File: src/hw/scc_config.svh
/*
 * Peripheral block configuration.
 * Word address map, UART bit time, timer 0 prescale and on-chip vector base.
 */

`ifndef SCC_CONFIG_SVH
`define SCC_CONFIG_SVH

// Word addresses, CPU address bits 15:1
`define SCC_LIR_ADDR           15'h0800
`define SCC_UART_BASE          15'h1008
`define SCC_UART_WORDS         6
`define SCC_TIMER_BASE         15'h1010
`define SCC_TIMER_WORDS        5
`define SCC_PICR1_ADDR         15'h1022

// 30 MHz system clock at 115200 baud
`define SCC_UART_CLKS_PER_BIT  260

// Clocks per timer 0 increment
`define SCC_TIMER_PRESCALE     192

// Vector number for level 0, level is added on top
`define SCC_VECTOR_BASE        56

`endif

File: src/hw/scc_pkg.sv
/*
 * Peripheral block types.
 * Register select codes and the packed layouts of LIR and UART status.
 */

package scc_pkg;

    // Register hit by the current bus address
    typedef enum logic [3:0] {
        SEL_NONE,
        SEL_LIR,
        SEL_PICR1,
        SEL_UART_STATUS,
        SEL_UART_THR,
        SEL_UART_RHR,
        SEL_TIMER_STATUS,
        SEL_TIMER_RELOAD,
        SEL_TIMER0,
        SEL_TIMER_OTHER,
        SEL_UART_OTHER
    } reg_sel_t;

    typedef logic [2:0] ipl_t;  // 0 means no request

    typedef struct packed {
        logic rsvd1;
        ipl_t int1_level;
        logic rsvd2;
        ipl_t int2_level;
    } lir_t;

    typedef struct packed {
        logic [3:0] rsvd_hi;   // Break and error flags, not modelled
        logic       tx_emt;
        logic       tx_rdy;
        logic       rsvd1;
        logic       rx_rdy;
    } uart_status_t;

endpackage

File: src/hw/scc_bus_decode.sv
/*
 * Peripheral address decoder.
 * Names the register hit by the word address and qualifies writes and reads.
 */

`include "scc_config.svh"

module scc_bus_decode (
    input  logic              periph_sel,
    input  logic [15:1]       addr,
    input  logic              uds,
    input  logic              lds,
    input  logic              write_strobe,
    output scc_pkg::reg_sel_t sel,
    output logic              wr_hi,
    output logic              wr_lo,
    output logic              rd_lo
);
    import scc_pkg::*;

    logic [14:0] uart_off;
    logic [14:0] timer_off;

    // Below the base wraps to a large offset, so one compare covers the range
    assign uart_off  = addr - `SCC_UART_BASE;
    assign timer_off = addr - `SCC_TIMER_BASE;

    always_comb begin
        sel = SEL_NONE;
        if (periph_sel) begin
            if (addr == `SCC_LIR_ADDR) begin
                sel = SEL_LIR;
            end else if (addr == `SCC_PICR1_ADDR) begin
                sel = SEL_PICR1;
            end else if (uart_off < 15'(`SCC_UART_WORDS)) begin
                case (uart_off[2:0])
                    3'd1:    sel = SEL_UART_STATUS;
                    3'd4:    sel = SEL_UART_THR;
                    3'd5:    sel = SEL_UART_RHR;
                    default: sel = SEL_UART_OTHER;  // Mode, clock select, command
                endcase
            end else if (timer_off < 15'(`SCC_TIMER_WORDS)) begin
                case (timer_off[2:0])
                    3'd0:    sel = SEL_TIMER_STATUS;
                    3'd1:    sel = SEL_TIMER_RELOAD;
                    3'd2:    sel = SEL_TIMER0;
                    default: sel = SEL_TIMER_OTHER;  // Timers 1 and 2
                endcase
            end
        end
    end

    assign wr_hi = periph_sel && uds && write_strobe;
    assign wr_lo = periph_sel && lds && write_strobe;
    assign rd_lo = periph_sel && lds && !write_strobe;

endmodule

File: src/hw/scc_irq_ctrl.sv
/*
 * Interrupt controller.
 * LIR and PICR1 timer level, priority selection, acknowledge decode
 * and the per-level autovector flag.
 */

module scc_irq_ctrl (
    input  logic              clk,
    input  logic              reset,
    input  scc_pkg::reg_sel_t sel,
    input  logic              wr_lo,
    input  logic [7:0]        wdata,
    input  logic              int1,
    input  logic              int2,
    input  logic              in2,
    input  logic              in4,
    input  logic              in5,
    input  logic              av,
    input  logic              irq_ack,
    input  scc_pkg::ipl_t     ack_level,
    input  logic              t0_ov,
    output scc_pkg::lir_t     lir,
    output scc_pkg::ipl_t     timer_level,
    output scc_pkg::ipl_t     ipl,
    output logic              on_chip,
    output logic              autovector,
    output logic              iack2,
    output logic              iack4,
    output logic              iack5
);
    import scc_pkg::*;

    logic [7:0] av_table;  // One flag per level, set means autovectored

    always_ff @(posedge clk) begin
        if (reset) begin
            lir         <= '0;
            timer_level <= '0;
            autovector  <= 1'b0;
        end else begin
            if (sel == SEL_LIR && wr_lo) begin
                lir.int1_level <= wdata[6:4];
                lir.int2_level <= wdata[2:0];
            end
            if (sel == SEL_PICR1 && wr_lo) timer_level <= wdata[2:0];
            autovector <= av_table[ack_level];
        end
    end

    // Later sources override earlier ones
    always_comb begin
        ipl         = '0;
        on_chip     = 1'b0;
        av_table    = '1;
        av_table[4] = av;
        if (in2) ipl = 3'd2;
        if (in4) ipl = 3'd4;
        if (in5) ipl = 3'd5;
        if (int1 && lir.int1_level != 3'd0) begin
            ipl                      = lir.int1_level;
            av_table[lir.int1_level] = 1'b0;
            on_chip                  = 1'b1;
        end
        if (int2 && lir.int2_level != 3'd0) begin
            ipl                      = lir.int2_level;
            av_table[lir.int2_level] = 1'b0;
            on_chip                  = 1'b1;
        end
        if (t0_ov && timer_level != 3'd0) begin
            ipl                   = timer_level;
            av_table[timer_level] = 1'b0;  // Vector comes from the read mux
            on_chip               = 1'b1;
        end
    end

    assign iack2 = in2 && irq_ack && ack_level == 3'd2;
    assign iack4 = in4 && irq_ack && ack_level == 3'd4;
    assign iack5 = in5 && irq_ack && ack_level == 3'd5;

endmodule

File: src/hw/scc_periph_top.sv
/*
 * On-chip peripheral block, CPU bus side.
 * Joins decoder, UART, timer 0 and interrupt controller and muxes read data.
 */

`include "scc_config.svh"

module scc_periph_top (
    input  logic          clk,
    input  logic          reset,
    input  logic          periph_sel,
    input  logic [15:1]   addr,
    input  logic          uds,
    input  logic          lds,
    input  logic          write_strobe,
    input  logic [15:0]   wdata,
    output logic [15:0]   rdata,
    input  logic          int1,
    input  logic          int2,
    input  logic          in2,
    input  logic          in4,
    input  logic          in5,
    input  logic          av,
    input  logic          irq_ack,
    input  scc_pkg::ipl_t ack_level,
    output scc_pkg::ipl_t ipl,
    output logic          autovector,
    output logic          iack2,
    output logic          iack4,
    output logic          iack5,
    input  logic          uart_rx,
    output logic          uart_tx
);
    import scc_pkg::*;

    reg_sel_t     sel;
    logic         wr_hi, wr_lo, rd_lo;
    uart_status_t uart_status;
    logic [7:0]   uart_rhr;
    logic [15:0]  timer0, reload;
    logic         t0_ov;
    lir_t         lir;
    ipl_t         timer_level;
    logic         on_chip;

    scc_bus_decode u_bus_decode (
        .periph_sel (periph_sel), .addr (addr), .uds (uds), .lds (lds),
        .write_strobe (write_strobe), .sel (sel),
        .wr_hi (wr_hi), .wr_lo (wr_lo), .rd_lo (rd_lo)
    );

    scc_uart u_uart (
        .clk (clk), .reset (reset), .uart_rx (uart_rx), .sel (sel),
        .wr_lo (wr_lo), .rd_lo (rd_lo), .wdata (wdata[7:0]),
        .status (uart_status), .rhr (uart_rhr), .uart_tx (uart_tx)
    );

    scc_timer u_timer (
        .clk (clk), .reset (reset), .sel (sel), .wr_hi (wr_hi), .wr_lo (wr_lo),
        .wdata (wdata), .timer0 (timer0), .reload (reload), .t0_ov (t0_ov)
    );

    scc_irq_ctrl u_irq_ctrl (
        .clk (clk), .reset (reset), .sel (sel), .wr_lo (wr_lo), .wdata (wdata[7:0]),
        .int1 (int1), .int2 (int2), .in2 (in2), .in4 (in4), .in5 (in5), .av (av),
        .irq_ack (irq_ack), .ack_level (ack_level), .t0_ov (t0_ov),
        .lir (lir), .timer_level (timer_level), .ipl (ipl), .on_chip (on_chip),
        .autovector (autovector), .iack2 (iack2), .iack4 (iack4), .iack5 (iack5)
    );

    always_comb begin
        case (sel)
            SEL_LIR:          rdata = {lir, lir};  // Same byte on both lanes
            SEL_PICR1:        rdata = {2{5'b0, timer_level}};
            SEL_UART_STATUS:  rdata = {8'h00, uart_status};
            SEL_UART_RHR:     rdata = {8'h00, uart_rhr};
            SEL_TIMER_STATUS: rdata = {t0_ov, 15'b0};  // Control byte reads zero
            SEL_TIMER_RELOAD: rdata = reload;
            SEL_TIMER0:       rdata = timer0;
            default:          rdata = '0;
        endcase
        // Interrupt acknowledge cycle takes the on-chip vector
        if (irq_ack && on_chip) rdata = 16'(`SCC_VECTOR_BASE) + 16'(ack_level);
    end

endmodule

File: src/hw/scc_timer.sv
/*
 * Timer 0.
 * Prescaled up counter with reload register and overflow flag.
 */

`include "scc_config.svh"

module scc_timer (
    input  logic              clk,
    input  logic              reset,
    input  scc_pkg::reg_sel_t sel,
    input  logic              wr_hi,
    input  logic              wr_lo,
    input  logic [15:0]       wdata,
    output logic [15:0]       timer0,
    output logic [15:0]       reload,
    output logic              t0_ov
);
    import scc_pkg::*;

    localparam int PRESCALE = `SCC_TIMER_PRESCALE;
    localparam int PS_W     = $clog2(PRESCALE);

    logic [PS_W-1:0] presc_q;
    logic            at_max;
    logic            t0_wr;

    assign at_max = (timer0 == 16'hffff);
    assign t0_wr  = (sel == SEL_TIMER0) && (wr_hi || wr_lo);

    always_ff @(posedge clk) begin
        if (reset) begin
            timer0  <= '0;
            presc_q <= '0;
        end else if (at_max) begin
            timer0  <= reload;
            presc_q <= '0;
        end else if (t0_wr) begin
            if (wr_hi) timer0[15:8] <= wdata[15:8];
            if (wr_lo) timer0[7:0]  <= wdata[7:0];
            presc_q <= '0;  // Restart the tick
        end else if (presc_q == PS_W'(PRESCALE - 1)) begin
            timer0  <= timer0 + 1'b1;
            presc_q <= '0;
        end else begin
            presc_q <= presc_q + 1'b1;
        end
    end

    always_ff @(posedge clk) begin
        if (reset) begin
            reload <= '0;
            t0_ov  <= 1'b0;
        end else begin
            if (sel == SEL_TIMER_RELOAD && wr_hi) reload[15:8] <= wdata[15:8];
            if (sel == SEL_TIMER_RELOAD && wr_lo) reload[7:0]  <= wdata[7:0];
            if (at_max) begin
                t0_ov <= 1'b1;
            end else if (sel == SEL_TIMER_STATUS && wr_hi && wdata[15]) begin
                t0_ov <= 1'b0;  // Write one to clear
            end
        end
    end

endmodule

File: src/hw/scc_uart.sv
/*
 * UART register block.
 * Receive and transmit holding registers and the status byte.
 */

module scc_uart (
    input  logic                  clk,
    input  logic                  reset,
    input  logic                  uart_rx,
    input  scc_pkg::reg_sel_t     sel,
    input  logic                  wr_lo,
    input  logic                  rd_lo,
    input  logic [7:0]            wdata,
    output scc_pkg::uart_status_t status,
    output logic [7:0]            rhr,
    output logic                  uart_tx
);
    import scc_pkg::*;

    logic [7:0] rx_data;
    logic       rx_valid;
    logic       rhr_valid_q;
    logic [7:0] thr_q;
    logic       thr_valid_q;
    logic       tx_ready;

    scc_uart_rx u_rx (
        .clk      (clk),
        .reset    (reset),
        .uart_rx  (uart_rx),
        .rx_data  (rx_data),
        .rx_valid (rx_valid)
    );

    scc_uart_tx u_tx (
        .clk      (clk),
        .reset    (reset),
        .tx_data  (thr_q),
        .tx_valid (thr_valid_q),
        .tx_ready (tx_ready),
        .uart_tx  (uart_tx)
    );

    always_ff @(posedge clk) begin
        if (reset) begin
            rhr_valid_q <= 1'b0;
            thr_valid_q <= 1'b0;
        end else begin
            if (rx_valid) begin  // A new byte wins over a read
                rhr         <= rx_data;
                rhr_valid_q <= 1'b1;
            end else if (sel == SEL_UART_RHR && rd_lo) begin
                rhr_valid_q <= 1'b0;
            end

            if (sel == SEL_UART_THR && wr_lo) begin
                thr_q       <= wdata;
                thr_valid_q <= 1'b1;
            end else if (thr_valid_q && tx_ready) begin
                thr_valid_q <= 1'b0;  // Handed to the transmitter
            end
        end
    end

    always_comb begin
        status        = '0;
        status.rx_rdy = rhr_valid_q;
        status.tx_rdy = !thr_valid_q;
        status.tx_emt = tx_ready;
    end

endmodule

File: src/hw/scc_uart_rx.sv
/*
 * UART receiver, 8N1.
 * Samples each bit at its centre and presents the byte for one cycle.
 */

`include "scc_config.svh"

module scc_uart_rx (
    input  logic       clk,
    input  logic       reset,
    input  logic       uart_rx,
    output logic [7:0] rx_data,
    output logic       rx_valid
);
    localparam int CLKS  = `SCC_UART_CLKS_PER_BIT;
    localparam int CNT_W = $clog2(CLKS);

    typedef enum logic [1:0] {RX_IDLE, RX_START, RX_DATA, RX_STOP} rx_state_t;

    rx_state_t        state_q;
    logic [1:0]       sync_q;
    logic [CNT_W-1:0] cnt_q;
    logic [2:0]       bit_q;
    logic [7:0]       shift_q;
    logic             line;

    assign line    = sync_q[1];
    assign rx_data = shift_q;

    always_ff @(posedge clk) begin
        if (reset) begin
            state_q  <= RX_IDLE;
            sync_q   <= 2'b11;  // Line idles high
            cnt_q    <= '0;
            bit_q    <= '0;
            rx_valid <= 1'b0;
        end else begin
            sync_q   <= {sync_q[0], uart_rx};
            rx_valid <= 1'b0;
            cnt_q    <= cnt_q + 1'b1;
            case (state_q)
                RX_IDLE: begin
                    cnt_q <= '0;
                    if (!line) state_q <= RX_START;
                end
                RX_START: begin
                    // Still low at mid start bit, otherwise a glitch
                    if (cnt_q == CNT_W'(CLKS / 2 - 1)) begin
                        cnt_q   <= '0;
                        bit_q   <= '0;
                        state_q <= line ? RX_IDLE : RX_DATA;
                    end
                end
                RX_DATA: begin
                    if (cnt_q == CNT_W'(CLKS - 1)) begin
                        cnt_q   <= '0;
                        shift_q <= {line, shift_q[7:1]};  // LSB first
                        bit_q   <= bit_q + 1'b1;
                        if (bit_q == 3'd7) state_q <= RX_STOP;
                    end
                end
                default: begin
                    if (cnt_q == CNT_W'(CLKS - 1)) begin
                        rx_valid <= line;  // Framing error drops the byte
                        state_q  <= RX_IDLE;
                    end
                end
            endcase
        end
    end

endmodule

File: src/hw/scc_uart_tx.sv
/*
 * UART transmitter, 8N1.
 * Takes a byte when idle and shifts out start, eight data bits LSB first, stop.
 */

`include "scc_config.svh"

module scc_uart_tx (
    input  logic       clk,
    input  logic       reset,
    input  logic [7:0] tx_data,
    input  logic       tx_valid,
    output logic       tx_ready,
    output logic       uart_tx
);
    localparam int CLKS  = `SCC_UART_CLKS_PER_BIT;
    localparam int CNT_W = $clog2(CLKS);

    logic             busy_q;
    logic [CNT_W-1:0] cnt_q;
    logic [3:0]       bit_q;
    logic [9:0]       frame_q;  // Stop, data, start

    assign tx_ready = !busy_q;
    assign uart_tx  = busy_q ? frame_q[0] : 1'b1;

    always_ff @(posedge clk) begin
        if (reset) begin
            busy_q <= 1'b0;
            cnt_q  <= '0;
            bit_q  <= '0;
        end else if (!busy_q) begin
            if (tx_valid) begin
                busy_q  <= 1'b1;
                frame_q <= {1'b1, tx_data, 1'b0};
                cnt_q   <= '0;
                bit_q   <= '0;
            end
        end else if (cnt_q == CNT_W'(CLKS - 1)) begin
            cnt_q   <= '0;
            frame_q <= {1'b1, frame_q[9:1]};
            // Ten bit times in total
            if (bit_q == 4'd9) begin
                busy_q <= 1'b0;
            end else begin
                bit_q <= bit_q + 1'b1;
            end
        end else begin
            cnt_q <= cnt_q + 1'b1;
        end
    end

endmodule

File: config.mk
export PLATFORM = sky130hd
export DESIGN_NAME = scc_periph_top
export DESIGN_NICKNAME = d
export VERILOG_FILES = /design/src/hw/scc_pkg.sv /design/src/hw/scc_bus_decode.sv /design/src/hw/scc_irq_ctrl.sv /design/src/hw/scc_periph_top.sv /design/src/hw/scc_timer.sv /design/src/hw/scc_uart.sv /design/src/hw/scc_uart_rx.sv /design/src/hw/scc_uart_tx.sv
export VERILOG_INCLUDE_DIRS = /design/src /design/src/hw
export SDC_FILE = /design/constraint.sdc
export NUM_CORES = 1
export LEC_CHECK = 0
export ABC_AREA = 1
export BUFFER_PORTS_ARGS = -buffer_cell sky130_fd_sc_hd__buf_2
export CORE_MARGIN = 2
export CORE_UTILIZATION = 45
export DETAILED_ROUTE_END_ITERATION = 16
export PLACE_DENSITY = 0.66
export SYNTH_ARGS = -nofsm -noshare
export SYNTH_HDL_FRONTEND = slang
export SYNTH_SLANG_ARGS = --single-unit
File: constraint.sdc
create_clock -name clk -period 8.22 [get_ports clk]
set_input_delay 1.644 -clock clk [delete_from_list [all_inputs] [get_ports clk]]
set_output_delay 1.644 -clock clk [all_outputs]
set_load 0.1 [all_outputs]
Yosys cells after proc, flatten, opt, wreduce, memory -nomap -nowiden
Index checks and enable logic that the tools add are counted.
{"block": "totals", "romBits": 0, "latch_bits": 0, "mem_count": 0, "reg_bits": 118, "ramBits": 0}
{"block": "classes", "muxes": 68, "div": 0, "eq_ne": 35, "reduce_logical": 55, "shifts": 0, "n_bitwise": 8, "n_addsub": 9, "order_cmp": 9, "n_mul": 0}
{"operator": "$pmux 16 s7", "n": 1}
{"operator": "$mux 16", "n": 4}
{"operator": "$mux 9", "n": 5}
{"operator": "$mux 8", "n": 5}
{"operator": "$mux 4", "n": 9}
{"operator": "$lt 15x3->1 const B", "n": 2}
{"operator": "$mux 10", "n": 3}
{"operator": "$sub 15x13->15 const B", "n": 2}
{"operator": "$logic_and 1x1->1", "n": 28}
{"operator": "$pmux 9 s3", "n": 1}
{"operator": "$and 8x8->8", "n": 3}
{"operator": "$not 8->8", "n": 3}
{"operator": "$pmux 4 s3", "n": 2}
{"operator": "$mux 3", "n": 7}
{"operator": "$add 9x1->9 const B", "n": 2}
{"operator": "$eq 9x9->1 const B", "n": 2}
{"operator": "$mux 1", "n": 18}
{"operator": "$add 16x1->16 const B", "n": 1}
{"operator": "$eq 16x16->1 const B", "n": 1}
{"operator": "$eq 4x3->1 const B", "n": 4}
{"operator": "$lt 3x4->1 const B", "n": 4}
{"operator": "$eq 15x12->1 const B", "n": 1}
{"operator": "$eq 15x13->1 const B", "n": 1}
{"operator": "$eq 3x3->1 const B", "n": 5}
{"operator": "34 further kinds", "n": 70}

Logic depth before layout (Yosys ltp)
Gate-level depths: netlist of run 1.
{"block": "logic_depth", "ltp_word": 13, "depth_mapped": 23}

Modules after synthesis
A second synthesis of run 1 with hierarchy kept.
{"block": "hier_totals", "hier_cells": 1190, "hier_area_um2": 7821.3}
{"mod": "scc_timer", "instances": 1, "cells_each": 402, "area_per_inst_um2": 2456.1}
{"mod": "scc_uart_tx", "instances": 1, "cells_each": 166, "area_per_inst_um2": 1251.2}
{"mod": "scc_uart_rx", "instances": 1, "cells_each": 125, "area_per_inst_um2": 1156.1}
{"mod": "scc_irq_ctrl", "instances": 1, "cells_each": 147, "area_per_inst_um2": 834.6}
{"mod": "scc_bus_decode", "instances": 1, "cells_each": 147, "area_per_inst_um2": 740.7}
{"mod": "scc_periph_top", "instances": 1, "cells_each": 159, "area_per_inst_um2": 729.4}
{"mod": "scc_uart", "instances": 1, "cells_each": 44, "area_per_inst_um2": 653.1}

Worst setup path before layout of run 1
No wires, ideal clock.
{"block": "synth_timing", "path_kind": "input-to-output", "start": "in addr[6] in the netlist's numbering", "end": "out rdata[9]", "n_path_buf": 0, "slack_ps": 1489, "t_required_ps": 6576, "arrival_ps": 5087, "path_stages": 18, "path_cell_list": "inv_1 -> ha_1 -> nand2_1 -> nor2_2 -> nand2_1 -> nand2_1 -> nand2_1 -> nor2_2 -> nand4_1 -> nand2_1 -> inv_2 -> nand2_2 -> nand2_2 -> a21oi_4 -> nand2_1 -> inv_1 -> nand2_1 -> a31oi_1"}
{"block": "synth_via", "elab_chain_len": 10, "elab_cells_between_ends": 20}
{"item": "start, declared", "line_no": "scc_periph_top.sv:12", "text": "input logic [15:1] addr,"}
{"item": "$sub 15x13->15 (no line)"}
{"item": "$lt 15x3->1", "line_no": "scc_bus_decode.sv:42", "text": "end else if (timer_off < 15'(`SCC_TIMER_WORDS)) begin"}
{"item": "$mux 4", "line_no": "scc_bus_decode.sv:42"}
{"item": "$mux 4", "line_no": "scc_bus_decode.sv:35", "text": "end else if (uart_off < 15'(`SCC_UART_WORDS)) begin"}
{"item": "$mux 4", "line_no": "scc_bus_decode.sv:33", "text": "end else if (addr == `SCC_PICR1_ADDR) begin"}
{"item": "$mux 4 (*)", "line_no": "scc_bus_decode.sv:31", "text": "if (addr == `SCC_LIR_ADDR) begin"}
{"item": "$mux 4 (*)", "line_no": "scc_bus_decode.sv:30", "text": "if (periph_sel) begin"}
{"item": "$eq 4x4->1, or another cell as far along", "line_no": "scc_periph_top.sv:72", "text": "case (sel)"}
{"item": "$pmux 16 s7 (*)", "line_no": "scc_periph_top.sv:72"}
{"item": "$mux 16 (*)", "line_no": "scc_periph_top.sv:83", "text": "if (irq_ack && on_chip) rdata = 16'(`SCC_VECTOR_BASE) + 16'(ack_level);"}
{"item": "end, declared", "line_no": "scc_periph_top.sv:17", "text": "output logic [15:0] rdata,"}
Mark *: on every way between the ends. The rest lies on a longest branch, timed or not.

Final worst setup path of run 1
{"block": "layout_timing", "start": "in addr[5] in the netlist's numbering", "end": "out rdata[0]"}
Same word-level chain as after synthesis.

==> results.yml, run 1 <==
setup_path:
  crit_slowest_cell: "buf_2"
  setup.worst_path.start: "addr[5]"
  critPathCapture: "rdata[0]"
  r2r_cells: 10
  cp_top_family: "simple AND/OR/NAND/NOR gates"
  crit_fanout: 12
  cp_common_cell: "nand2_1"
  crit_path_end_kind: "output port"
  startpoint_type: "input port"
  crit_arrival_ns: 4.99
  cp.depth: 22
  crit_chain: "buf_2, inv_2, ha_1, inv_1, o21ai_0, nand2_1, nor2_1, nand3_1, nor2_2, nand4_1, nand2_1, inv_2, nand2_2, nand2_2, a21oi_4, nand2_1, nand2_1, nand2_1, inv_1, nand2_1, nand2_1, buf_2"
  crit-reg2reg-capture: "u_timer.timer0[15]"
  r2r_slack_ns: 4.80
  critPathKind: "in -> out"
  required_ns: 6.58
  critPathBufInv: 6
  max_stage_delay_ns: 0.42
  r2r-start: "u_timer.timer0[0]"
layout:
  regArea_mm2: 0.00267
  drive_above_1_share_pct: 12.7
  fillers: 1594
  antenna_cells: 0
  syn_to_final_growth_pct: 15.9
  multi_input_area_mm2: 0.00388
  nets: 1180
die:
  die_w_um: 130
  die_y_um: 130
  core-area_mm2: 0.0158
  die_area_mm2: 0.0170
  start_util_pct: 45.6
  ioPinCount: 72
  row_count: 46
outcome:
  outcome: "finished, final reports clean"
power:
  ir_worst_vdd_v: 0.000150
  fin_total_pwr_w: 0.00149
  p_leak_nw: 3.56
  powerDensity_mw_per_mm2: 179
synth:
  syn_area_mm2: 0.00720
  synth_cells: 1047
  synthTopCellsByArea: "dfxtp_1 (23%), edfxtp_1 (14%), nand2_1 (13%)"
  syn_nets: 1111
  avgSynthCellArea_um2: 6.87
  yosysWarnings: 0
  synth_top_cell_area_share_pct: 23.4
  yosys.area.top_type: "dfxtp_1"
  synth_flop_cell: "dfxtp_1"
  synth_edf_count: 33
  synth_cell_type_count: 53
  synthTopCellsByCount: "nand2_1 (252), nor2_1 (141), inv_1 (128), dfxtp_1 (84), a21oi_1 (57)"
  yosysMostFrequentCell: "nand2_1"
  ys_async_sr_fraction_pct: 0
  ys_seq_area_share_pct: 37.1
  ys_ff_latch: 117
timing:
  maxSlewViolCount: 0
  slew_headroom_pct: 41.8
  tightest_slew_ns: 0.870
  finalHoldViolations: 0
  setup_viol_count_final: 0
  fin_crit_ns: 6.64
  period_share_pct: 80.7
  fmax_mhz: 151
  timing.setup.tns_ns: 0
  rsz0062_at_grt: "no"
  fin_skew_ns: 0.00621
clocking:
  clock_path_buffers: 2
  h-tree-depth: 4
  post_cts_buffers: 0
  post_cts_resized: 0
  clock_latency_ns: 0.41
  clkTransAtPathRegs_ns: 0.05
  cts_inserted_buffers: 17
  cts_sinks: 117
  cts_root_buffer: "clkbuf_16"
  cts-hold-fix-buffers: 0
  cts_tree: "yes"
hold_path:
  min-delay-path-class: "reg -> reg"
routing:
  drcViolationCount: 0
  avgRoutedWirePerCell_um: 14.3
  ant_nets: 0
  vias_per_cell: 5.20
  first_pass_iters: 6
  routed-via-count: 6990
  wl_um: 19200
  first_iter_violations: 504
global_routing:
  grt_pass1_vias: 6247
  grt_max_degree: 45
  gr-total-overflow: 0
  grt_usage_pct: 23.4
  grt_pass1_wl_um: 31100
  antenna_found_initial: 0
place:
  gp_congestion: 0.962
  hpwl_um: 14500
  io_buffers: 71
flow_run:
  drv_cap: 0
metrics by stage:
step           util, %  setup slack, ns  area (um2)  hold WS [ns]  instances
2_1_floorplan        -             1.49        7200         0.389       1047
3_3_place_gp      49.0             1.74        7730         0.401       1313
3_5_place_dp      49.0             1.65        7730         0.399       1313
4_1_cts           52.9             1.64        8340         0.415       1345
5_1_grt           52.9             1.25        8340         0.426       1345
6_report          52.9             1.58        8340         0.408       1345
state kept, by name, indices dropped and copies added, names as in the netlist, 2 cells and up:
name                    cells
u_uart.u_rx.bit_q           3
u_uart.thr_q                8
u_uart.u_rx.state_q         2
u_timer.presc_q             8
u_uart.u_tx.bit_q           4
u_uart.u_tx.frame_q         9
u_timer.timer0             16
u_uart.u_rx.rx_data         8
u_uart.u_rx.cnt_q           9
u_uart.rhr                  8
u_uart.u_rx.sync_q          2
u_timer.reload             16
u_irq_ctrl.timer_level      3
u_irq_ctrl.lir              6
u_uart.u_tx.cnt_q           9
report_power, final:
group | leakage (nW) | total [W] | switching [W] | internal, W
Combinational | 2.29 | 0.000121 | 0.0000840 | 0.0000365
Sequential | 0.975 | 0.000604 | 0.00000515 | 0.000599
Clock | 0.292 | 0.000764 | 0.000254 | 0.000511
Total | 3.56 | 0.00149 | 0.000343 | 0.00115
worst reg2reg max path, stage by stage (launching register included):
cell and delay (ns):
dfxtp_1 0.41, ha_1 0.21, nand2_1 0.08, nor3_1 0.40
nand3_1 0.24, nor4_2 0.33, nand3_1 0.53, inv_1 0.76
nand2_1 0.14, o21ai_0 0.12, a21oi_1 0.08
metal layers:
layer / GRT usage, % / share of wire [%] / up-vias
li1: - / - / 3606
met1: 31.9 / 48 / 3152
met2: 37.1 / 45 / 198
met3: 4.36 / 5.1 / 34
met4: 8.82 / 2.4 / 0
met5: 0 / 0 / -
logic make-up after synthesis:
group | count (synthesis) | share of synthesized area, %
DFF | 117 | 37.1
buffers and inverters | 166 | 8.94
xor gates and xnor gates | 30 | 3.65
AOI/OAI and AO/OA | 176 | 14.4
adders and majority gates | 16 | 2.78
and+or+nand+nor | 542 | 33.0
placed cells by master (no fill, tap or decap), types with 5 or more instances in the layout:
cell type / Yosys / routed
a211oi_1: 15 / 15
nand2_2: 7 / 7
o21ai_0: 55 / 55
nand3_1: 53 / 53
nor2_2: 6 / 6
inv_2: 12 / 12
nand3b_1: 7 / 7
dfxtp_1: 84 / 84
nor3_1: 23 / 23
ha_1: 16 / 16
buf_2: 7 / 71
nand2_1: 252 / 252
nor3b_1: 5 / 5
clkinv_1: 3 / 5
o21ai_1: 14 / 14
a21oi_1: 57 / 57
nand4_1: 28 / 28
nor4_1: 6 / 6
a31oi_1: 5 / 5
edfxtp_1: 33 / 33
inv_1: 128 / 128
nor2_1: 141 / 141
clkbuf_16: 0 / 17
xor2_1: 27 / 27
cell type report:
class / count / area share [%]
Clock buffer: 21 / 5.40
Clock inverter: 11 / 1.89
Inverter: 143 / 6.44
Sequential cell: 117 / 32.0
Multi-Input combinational cell: 764 / 46.5
Timing Repair Buffer: 73 / 4.44
Tap cell: 216 / 3.24
worst min path at each step:
stage                           startpoint  depth (start not counted)               endpoint  slack (ns)
floorplan            u_uart.u_rx.sync_q[0]                          1  u_uart.u_rx.sync_q[1]        0.39
global placement     u_uart.u_rx.sync_q[0]                          1  u_uart.u_rx.sync_q[1]        0.40
detailed placement   u_uart.u_rx.sync_q[0]                          1  u_uart.u_rx.sync_q[1]        0.40
CTS                  u_uart.u_rx.sync_q[0]                          1  u_uart.u_rx.sync_q[1]        0.42
global route        u_uart.u_rx.rx_data[0]                          0          u_uart.rhr[0]        0.43
finish               u_uart.u_rx.sync_q[0]                          1  u_uart.u_rx.sync_q[1]        0.41
No activity file was read; power rests on OpenSTA's default activity.
==> run 2, diff against run 1 <==
--- a/config.mk
+++ b/config.mk
@@ -11,7 +11,7 @@
 export CORE_MARGIN = 2
 export CORE_UTILIZATION = 45
 export DETAILED_ROUTE_END_ITERATION = 16
-export PLACE_DENSITY = 0.66
+export PLACE_DENSITY = 0.68
 export SYNTH_ARGS = -nofsm -noshare
 export SYNTH_HDL_FRONTEND = slang
 export SYNTH_SLANG_ARGS = --single-unit
==> constraint.sdc (replaced) <==
create_clock -name clk -period 5.45 [get_ports clk]
set_input_delay 1.09 -clock clk [delete_from_list [all_inputs] [get_ports clk]]
set_output_delay 1.09 -clock clk [all_outputs]
set_load 0.1 [all_outputs]
==> run 2 against run 1 <==
  * Register-to-register slack got worse by 2.9 ns
  * Worst hold slack worse by 0.0033 ns
  * Power is 46% higher
  * Highest routed layer unchanged
  * Setup slack worse by 1.3 ns
  * Via count grew 1.5%
  * Critical endpoint is now rdata[6]
==> results.yml, run 2 (synthesis gave the netlist of run 1 again) <==
global_routing:
  gr-total-overflow: 0
  antenna_found_initial: 0
  grt_max_degree: 36
  grt_usage_pct: 24.5
  grt_pass1_vias: 6686
  grt_pass1_wl_um: 32700
flow_run:
  drv_cap: 0
setup_path:
  critPathKind: "in -> out"
  crit_chain: "buf_2, inv_2, ha_1, nand2_1, nand2_1, nor2_2, nand2_1, nand2_1, nand2_1, nor2_2, nand3_1, nand2_1, nand2_2, nand2_2, nand2_1, nor2_1, nand2_1, clkinv_1, nand2_1, o21ai_0, nor2_1, nor2_1, buf_12"
  cp_top_family: "simple AND/OR/NAND/NOR gates"
  cp_common_cell: "nand2_1"
  setup.worst_path.start: "addr[5]"
  crit_fanout: 9
  startpoint_type: "input port"
  critPathBufInv: 4
  crit_arrival_ns: 4.06
  crit-reg2reg-capture: "u_timer.timer0[1]"
  r2r_slack_ns: 1.92
  crit_path_end_kind: "output port"
  required_ns: 4.36
  crit_slowest_cell: "nor2_1"
  r2r-start: "u_timer.timer0[0]"
  max_stage_delay_ns: 0.27
  r2r_cells: 11
clocking:
  clock_path_buffers: 2
  cts_sinks: 117
  cts_inserted_buffers: 17
  cts_tree: "yes"
  post_cts_buffers: 0
  cts_root_buffer: "clkbuf_16"
  h-tree-depth: 4
  clkTransAtPathRegs_ns: 0.05
  clock_latency_ns: 0.42
place:
  gp_congestion: 0.969
  hpwl_um: 15000
  io_buffers: 71
  dp_cells: 1315
  dp_worst_setup_slack_ns: 0.286
hold_path:
  holdCritStartpoint: "u_uart.u_rx.sync_q[0]"
  min-delay-path-class: "reg -> reg"
  min_path_cells: 1
  holdPathEnd: "u_uart.u_rx.sync_q[1]"
timing:
  finalHoldViolations: 0
  setup_viol_count_final: 0
  rsz0062_at_grt: "no"
  period_share_pct: 94.5
  setup_slack_ns: 0.301
  fin_skew_ns: 0.00848
  fin_crit_ns: 5.15
  whs_ns: 0.405
  maxSlewViolCount: 0
  slew_headroom_pct: 40.8
  tightest_slew_ns: 0.885
  fmax_mhz: 194
layout:
  syn_to_final_growth_pct: 18.8
  reg.largest.list: "u_timer.reload x16, u_timer.timer0 x16"
  layout_commonest_cell: "nand2_1"
  nets: 1183
  antenna_cells: 0
  drive_above_1_share_pct: 13.5
  final_cells: 1348
  final_cell_mix: "nand2_1 (250), nor2_1 (141), inv_1 (128), dfxtp_1 (84)"
routing:
  routed-via-count: 7095
  avgRoutedWirePerCell_um: 14.9
  wl_um: 20100
  drcViolationCount: 0
  ant_nets: 0
  vias_per_cell: 5.26
  first_iter_violations: 584
  first_pass_iters: 5
die:
  start_util_pct: 45.6
  ioPinCount: 72
  die_y_um: 130
  row_count: 46
  die_area_mm2: 0.0170
  core-area_mm2: 0.0158
  die_w_um: 130
power:
  powerDensity_mw_per_mm2: 254
  ir_worst_vdd_v: 0.000230
  fin_total_pwr_w: 0.00217
  p_leak_nw: 3.58
outcome:
  outcome: "finished, final reports clean"
-- run 2: changes by cell type in the layout (fill, tap and decap cells not counted), moves of 2 or more --
| cell | previous run | this run |
|---|---|---|
| a31oi_1 | 5 | 2 |
| buf_12 | 0 | 13 |
| buf_2 | 71 | 57 |
| nand2_2 | 7 | 9 |
| buf_4 | 2 | 5 |
| a31oi_2 | 0 | 3 |
| nand2_1 | 252 | 250 |
| bufinv_16 | 4 | 2 |
-- run 2: cell type report --
| cell class | count | area, um2 |
|---|---|---|
| inverters | 143 | 537 |
| fillers | 1535 | 7220 |
| clock buffers | 21 | 460 |
| repair buffers | 76 | 591 |
| multi-input cells | 764 | 3910 |
| clock inverters | 11 | 110 |
| well taps | 216 | 270 |
| flip-flops and latches | 117 | 2670 |
-- run 2: per-layer routing --
metal | routed length [um] | global-route usage, % | part of all wire (%)
met5 | 0 | 0 | 0
met4 | 516 | 8.82 | 2.6
met3 | 1370 | 5.70 | 6.8
met2 | 9120 | 40.0 | 45
met1 | 9040 | 32.1 | 45
-- run 2: worst max-delay path by stage --
stage / end / slack, ns / cells after the start
final: rdata[6] / 0.30 / 23
after global routing: rdata[6] / 0.02 / 23
after CTS: rdata[5] / 0.28 / 20
after detailed placement: rdata[5] / 0.29 / 20
after global placement: rdata[0] / 0.35 / 24
after floorplan: rdata[11] / -0.04 / 18
-- run 2: stage by stage --
step / utilization, % / TNS, ns / area [um2]
2_1_floorplan: - / -0.0785 / 7220
3_3_place_gp: 50.5 / 0 / 7960
3_5_place_dp: 50.5 / 0 / 7960
4_1_cts: 54.1 / 0 / 8530
5_1_grt: 54.2 / 0 / 8550
6_report: 54.2 / 0 / 8550
-- run 2: repair_timing --
| item | CTS | global route |
|---|---|---|
| setup endpoints to repair | 0 | 9 |
| hold buffers | 0 | 0 |
| resized for setup | 0 | 4 |
-- run 2: power breakdown --
part | internal [W] | total [W] | switching [W] | leakage (nW)
sequential | 0.000904 | 0.000912 | 0.00000786 | 0.975
clock | 0.000689 | 0.00108 | 0.000389 | 0.274
combinational | 0.0000549 | 0.000183 | 0.000128 | 2.34
==> run 3, diff against run 2 <==
--- a/config.mk
+++ b/config.mk
@@ -8,10 +8,10 @@
 export LEC_CHECK = 0
 export ABC_AREA = 1
 export BUFFER_PORTS_ARGS = -buffer_cell sky130_fd_sc_hd__buf_2
-export CORE_MARGIN = 2
+export CORE_MARGIN = 1.5
 export CORE_UTILIZATION = 45
 export DETAILED_ROUTE_END_ITERATION = 16
-export PLACE_DENSITY = 0.68
+export PLACE_DENSITY_LB_ADDON = 0.08
 export SYNTH_ARGS = -nofsm -noshare
 export SYNTH_HDL_FRONTEND = slang
 export SYNTH_SLANG_ARGS = --single-unit
==> run 3 against run 2 <==
  * Non-clock buffer count stayed put
  * Clock power rose by 8%
  * Sequential power hardly changed
  * Critical path depth unchanged
  * Global-route usage is 0.38 points higher
  * Routed wire length down 0.38%
  * Critical path type unchanged
  * Sequential cell count is the same
  * Combinational power is essentially flat
  * Setup slack lost 0.069 ns
  * Maximum frequency fell by 1.3%
  * Largest power group unchanged
==> results.yml, run 3 (synthesis gave the netlist of run 1 again) <==
outcome:
  outcome: "finished, final reports clean"
timing:
  setup_viol_count_final: 0
  period_share_pct: 95.7
  fin_crit_ns: 5.22
  rsz0062_at_grt: "no"
  fin_skew_ns: 0.00942
  finalHoldViolations: 0
  fmax_mhz: 192
  tightest_slew_ns: 0.907
  slew_headroom_pct: 39.3
  maxSlewViolCount: 0
clocking:
  cts_tree: "yes"
  clock_latency_ns: 0.42
  h-tree-depth: 4
  cts_root_buffer: "clkbuf_16"
  clkTransAtPathRegs_ns: 0.05
  cts_inserted_buffers: 17
  cts-hold-fix-buffers: 0
  post_cts_resized: 0
  clock_path_buffers: 2
  post_cts_buffers: 0
  cts_sinks: 117
die:
  row_count: 46
  start_util_pct: 45.6
  die_w_um: 129
  core-area_mm2: 0.0158
  die_area_mm2: 0.0168
  die_y_um: 129
  ioPinCount: 72
layout:
  final_cells: 1348
  multi_input_area_mm2: 0.00390
  layout_commonest_cell: "nand2_1"
  stdcell_area_mm2: 0.00858
  syn_to_final_growth_pct: 19.2
  nets: 1183
  antenna_cells: 0
  drive_above_1_share_pct: 13.3
  final_util_pct: 54.4
  reg.largest.list: "u_timer.reload x16, u_timer.timer0 x16"
  fillers: 1626
  final_cell_mix: "nand2_1 (252), nor2_1 (141), inv_1 (128), dfxtp_1 (84), buf_2 (58)"
  regArea_mm2: 0.00267
flow_run:
  drv_cap: 0
global_routing:
  met2_usage_pct: 41.0
  antenna_found_initial: 0
  grt_use_met1_pct: 32.4
  grt_pass1_vias: 6551
  grt_pass1_wl_um: 32400
  gr-total-overflow: 0
  grt_usage_pct: 24.9
  use_met3_pct: 5.04
  grt-busiest-layer: "met2"
  grt_max_degree: 29
place:
  dp_cells: 1316
  placed_area_mm2: 0.00797
  hpwl_um: 15300
  io_buffers: 71
  gp_congestion: 0.959
routing:
  drcViolationCount: 0
  routed-via-count: 7036
  first_iter_violations: 491
  wl_um: 20000
  vias_per_cell: 5.22
  avgRoutedWirePerCell_um: 14.8
  first_pass_iters: 5
  ant_nets: 0
power:
  ir_worst_vdd_v: 0.000269
  p_leak_nw: 3.60
  powerDensity_mw_per_mm2: 264
  fin_total_pwr_w: 0.00226
hold_path:
  min-delay-path-class: "reg -> reg"
setup_path:
  crit_fanout: 10
  required_ns: 4.36
  startpoint_type: "input port"
  critPathKind: "in -> out"
  crit_path_end_kind: "output port"
  crit_arrival_ns: 4.13
[run 3: cell count changes in the layout (fill, tap and decap cells not counted)]
cell / previous run / this run
clkbuf_8: 2 / 0
nand2_1: 250 / 252
clkinv_4: 0 / 2
ha_2: 1 / 0
bufinv_16: 2 / 4
inv_6: 0 / 1
ha_1: 15 / 16
buf_2: 57 / 58
clkbuf_4: 1 / 0
clkinv_2: 4 / 1
nand2_2: 9 / 7
[run 3: area by class of cell]
type,count,share of cell area (%)
inverters,143,6.25
clock inverters,13,2.11
clock buffers,19,5.04
multi-input cells,764,45.4
repair buffers,76,6.85
well taps,216,3.15
flip-flops and latches,117,31.1
[run 3: metrics by stage]
| step | setup TNS [ns] | setup slack (ns) | hold slack, ns |
|---|---|---|---|
| after global placement | 0 | 0.363 | 0.391 |
| after detailed placement | 0 | 0.302 | 0.414 |
| after global routing | 0 | 0.0156 | 0.423 |
| after CTS | 0 | 0.290 | 0.418 |
| final | 0 | 0.232 | 0.420 |
| after floorplan | -0.0785 | -0.0357 | 0.389 |
[run 3: worst max-delay path: stages]
cell	delay, ns
buf_2	0.12
inv_1	0.13
ha_1	0.25
nand2_1	0.07
nand2_1	0.18
nand2_1	0.11
nand3_1	0.09
nand2_1	0.05
nand2_1	0.18
nand4_1	0.15
nand2_1	0.10
inv_2	0.04
nand2_2	0.07
nand2_2	0.07
a21oi_4	0.28
inv_1	0.09
o21ai_0	0.12
nand2_1	0.09
nand2_1	0.27
inv_1	0.15
nand2_1	0.15
nand2_1	0.10
buf_12	0.18
[run 3: path summary, 6_finish.rpt]
| kind | from | to | slack (ns) | cells after the start |
|---|---|---|---|---|
| min | u_uart.u_rx.sync_q[0] | u_uart.u_rx.sync_q[1] | 0.42 | 1 |
| max | addr[6] | rdata[0] | 0.23 | 23 |
| min reg2reg | u_uart.u_rx.sync_q[0] | u_uart.u_rx.sync_q[1] | 0.42 | 1 |
| max reg2reg | u_timer.timer0[0] | u_timer.timer0[13] | 1.81 | 10 |
[run 3: report_power, final]
| group | leakage [nW] | internal, W | switching [W] |
|---|---|---|---|
| combinational | 2.34 | 0.0000553 | 0.000127 |
| sequential | 0.975 | 0.000903 | 0.00000811 |
| clock | 0.289 | 0.000762 | 0.000408 |
[run 3: layer usage]
layer	wire length (um)	share of wire, %
met3	1180	5.9
met2	9120	46
met5	0	0
met1	9240	46
met4	438	2.2
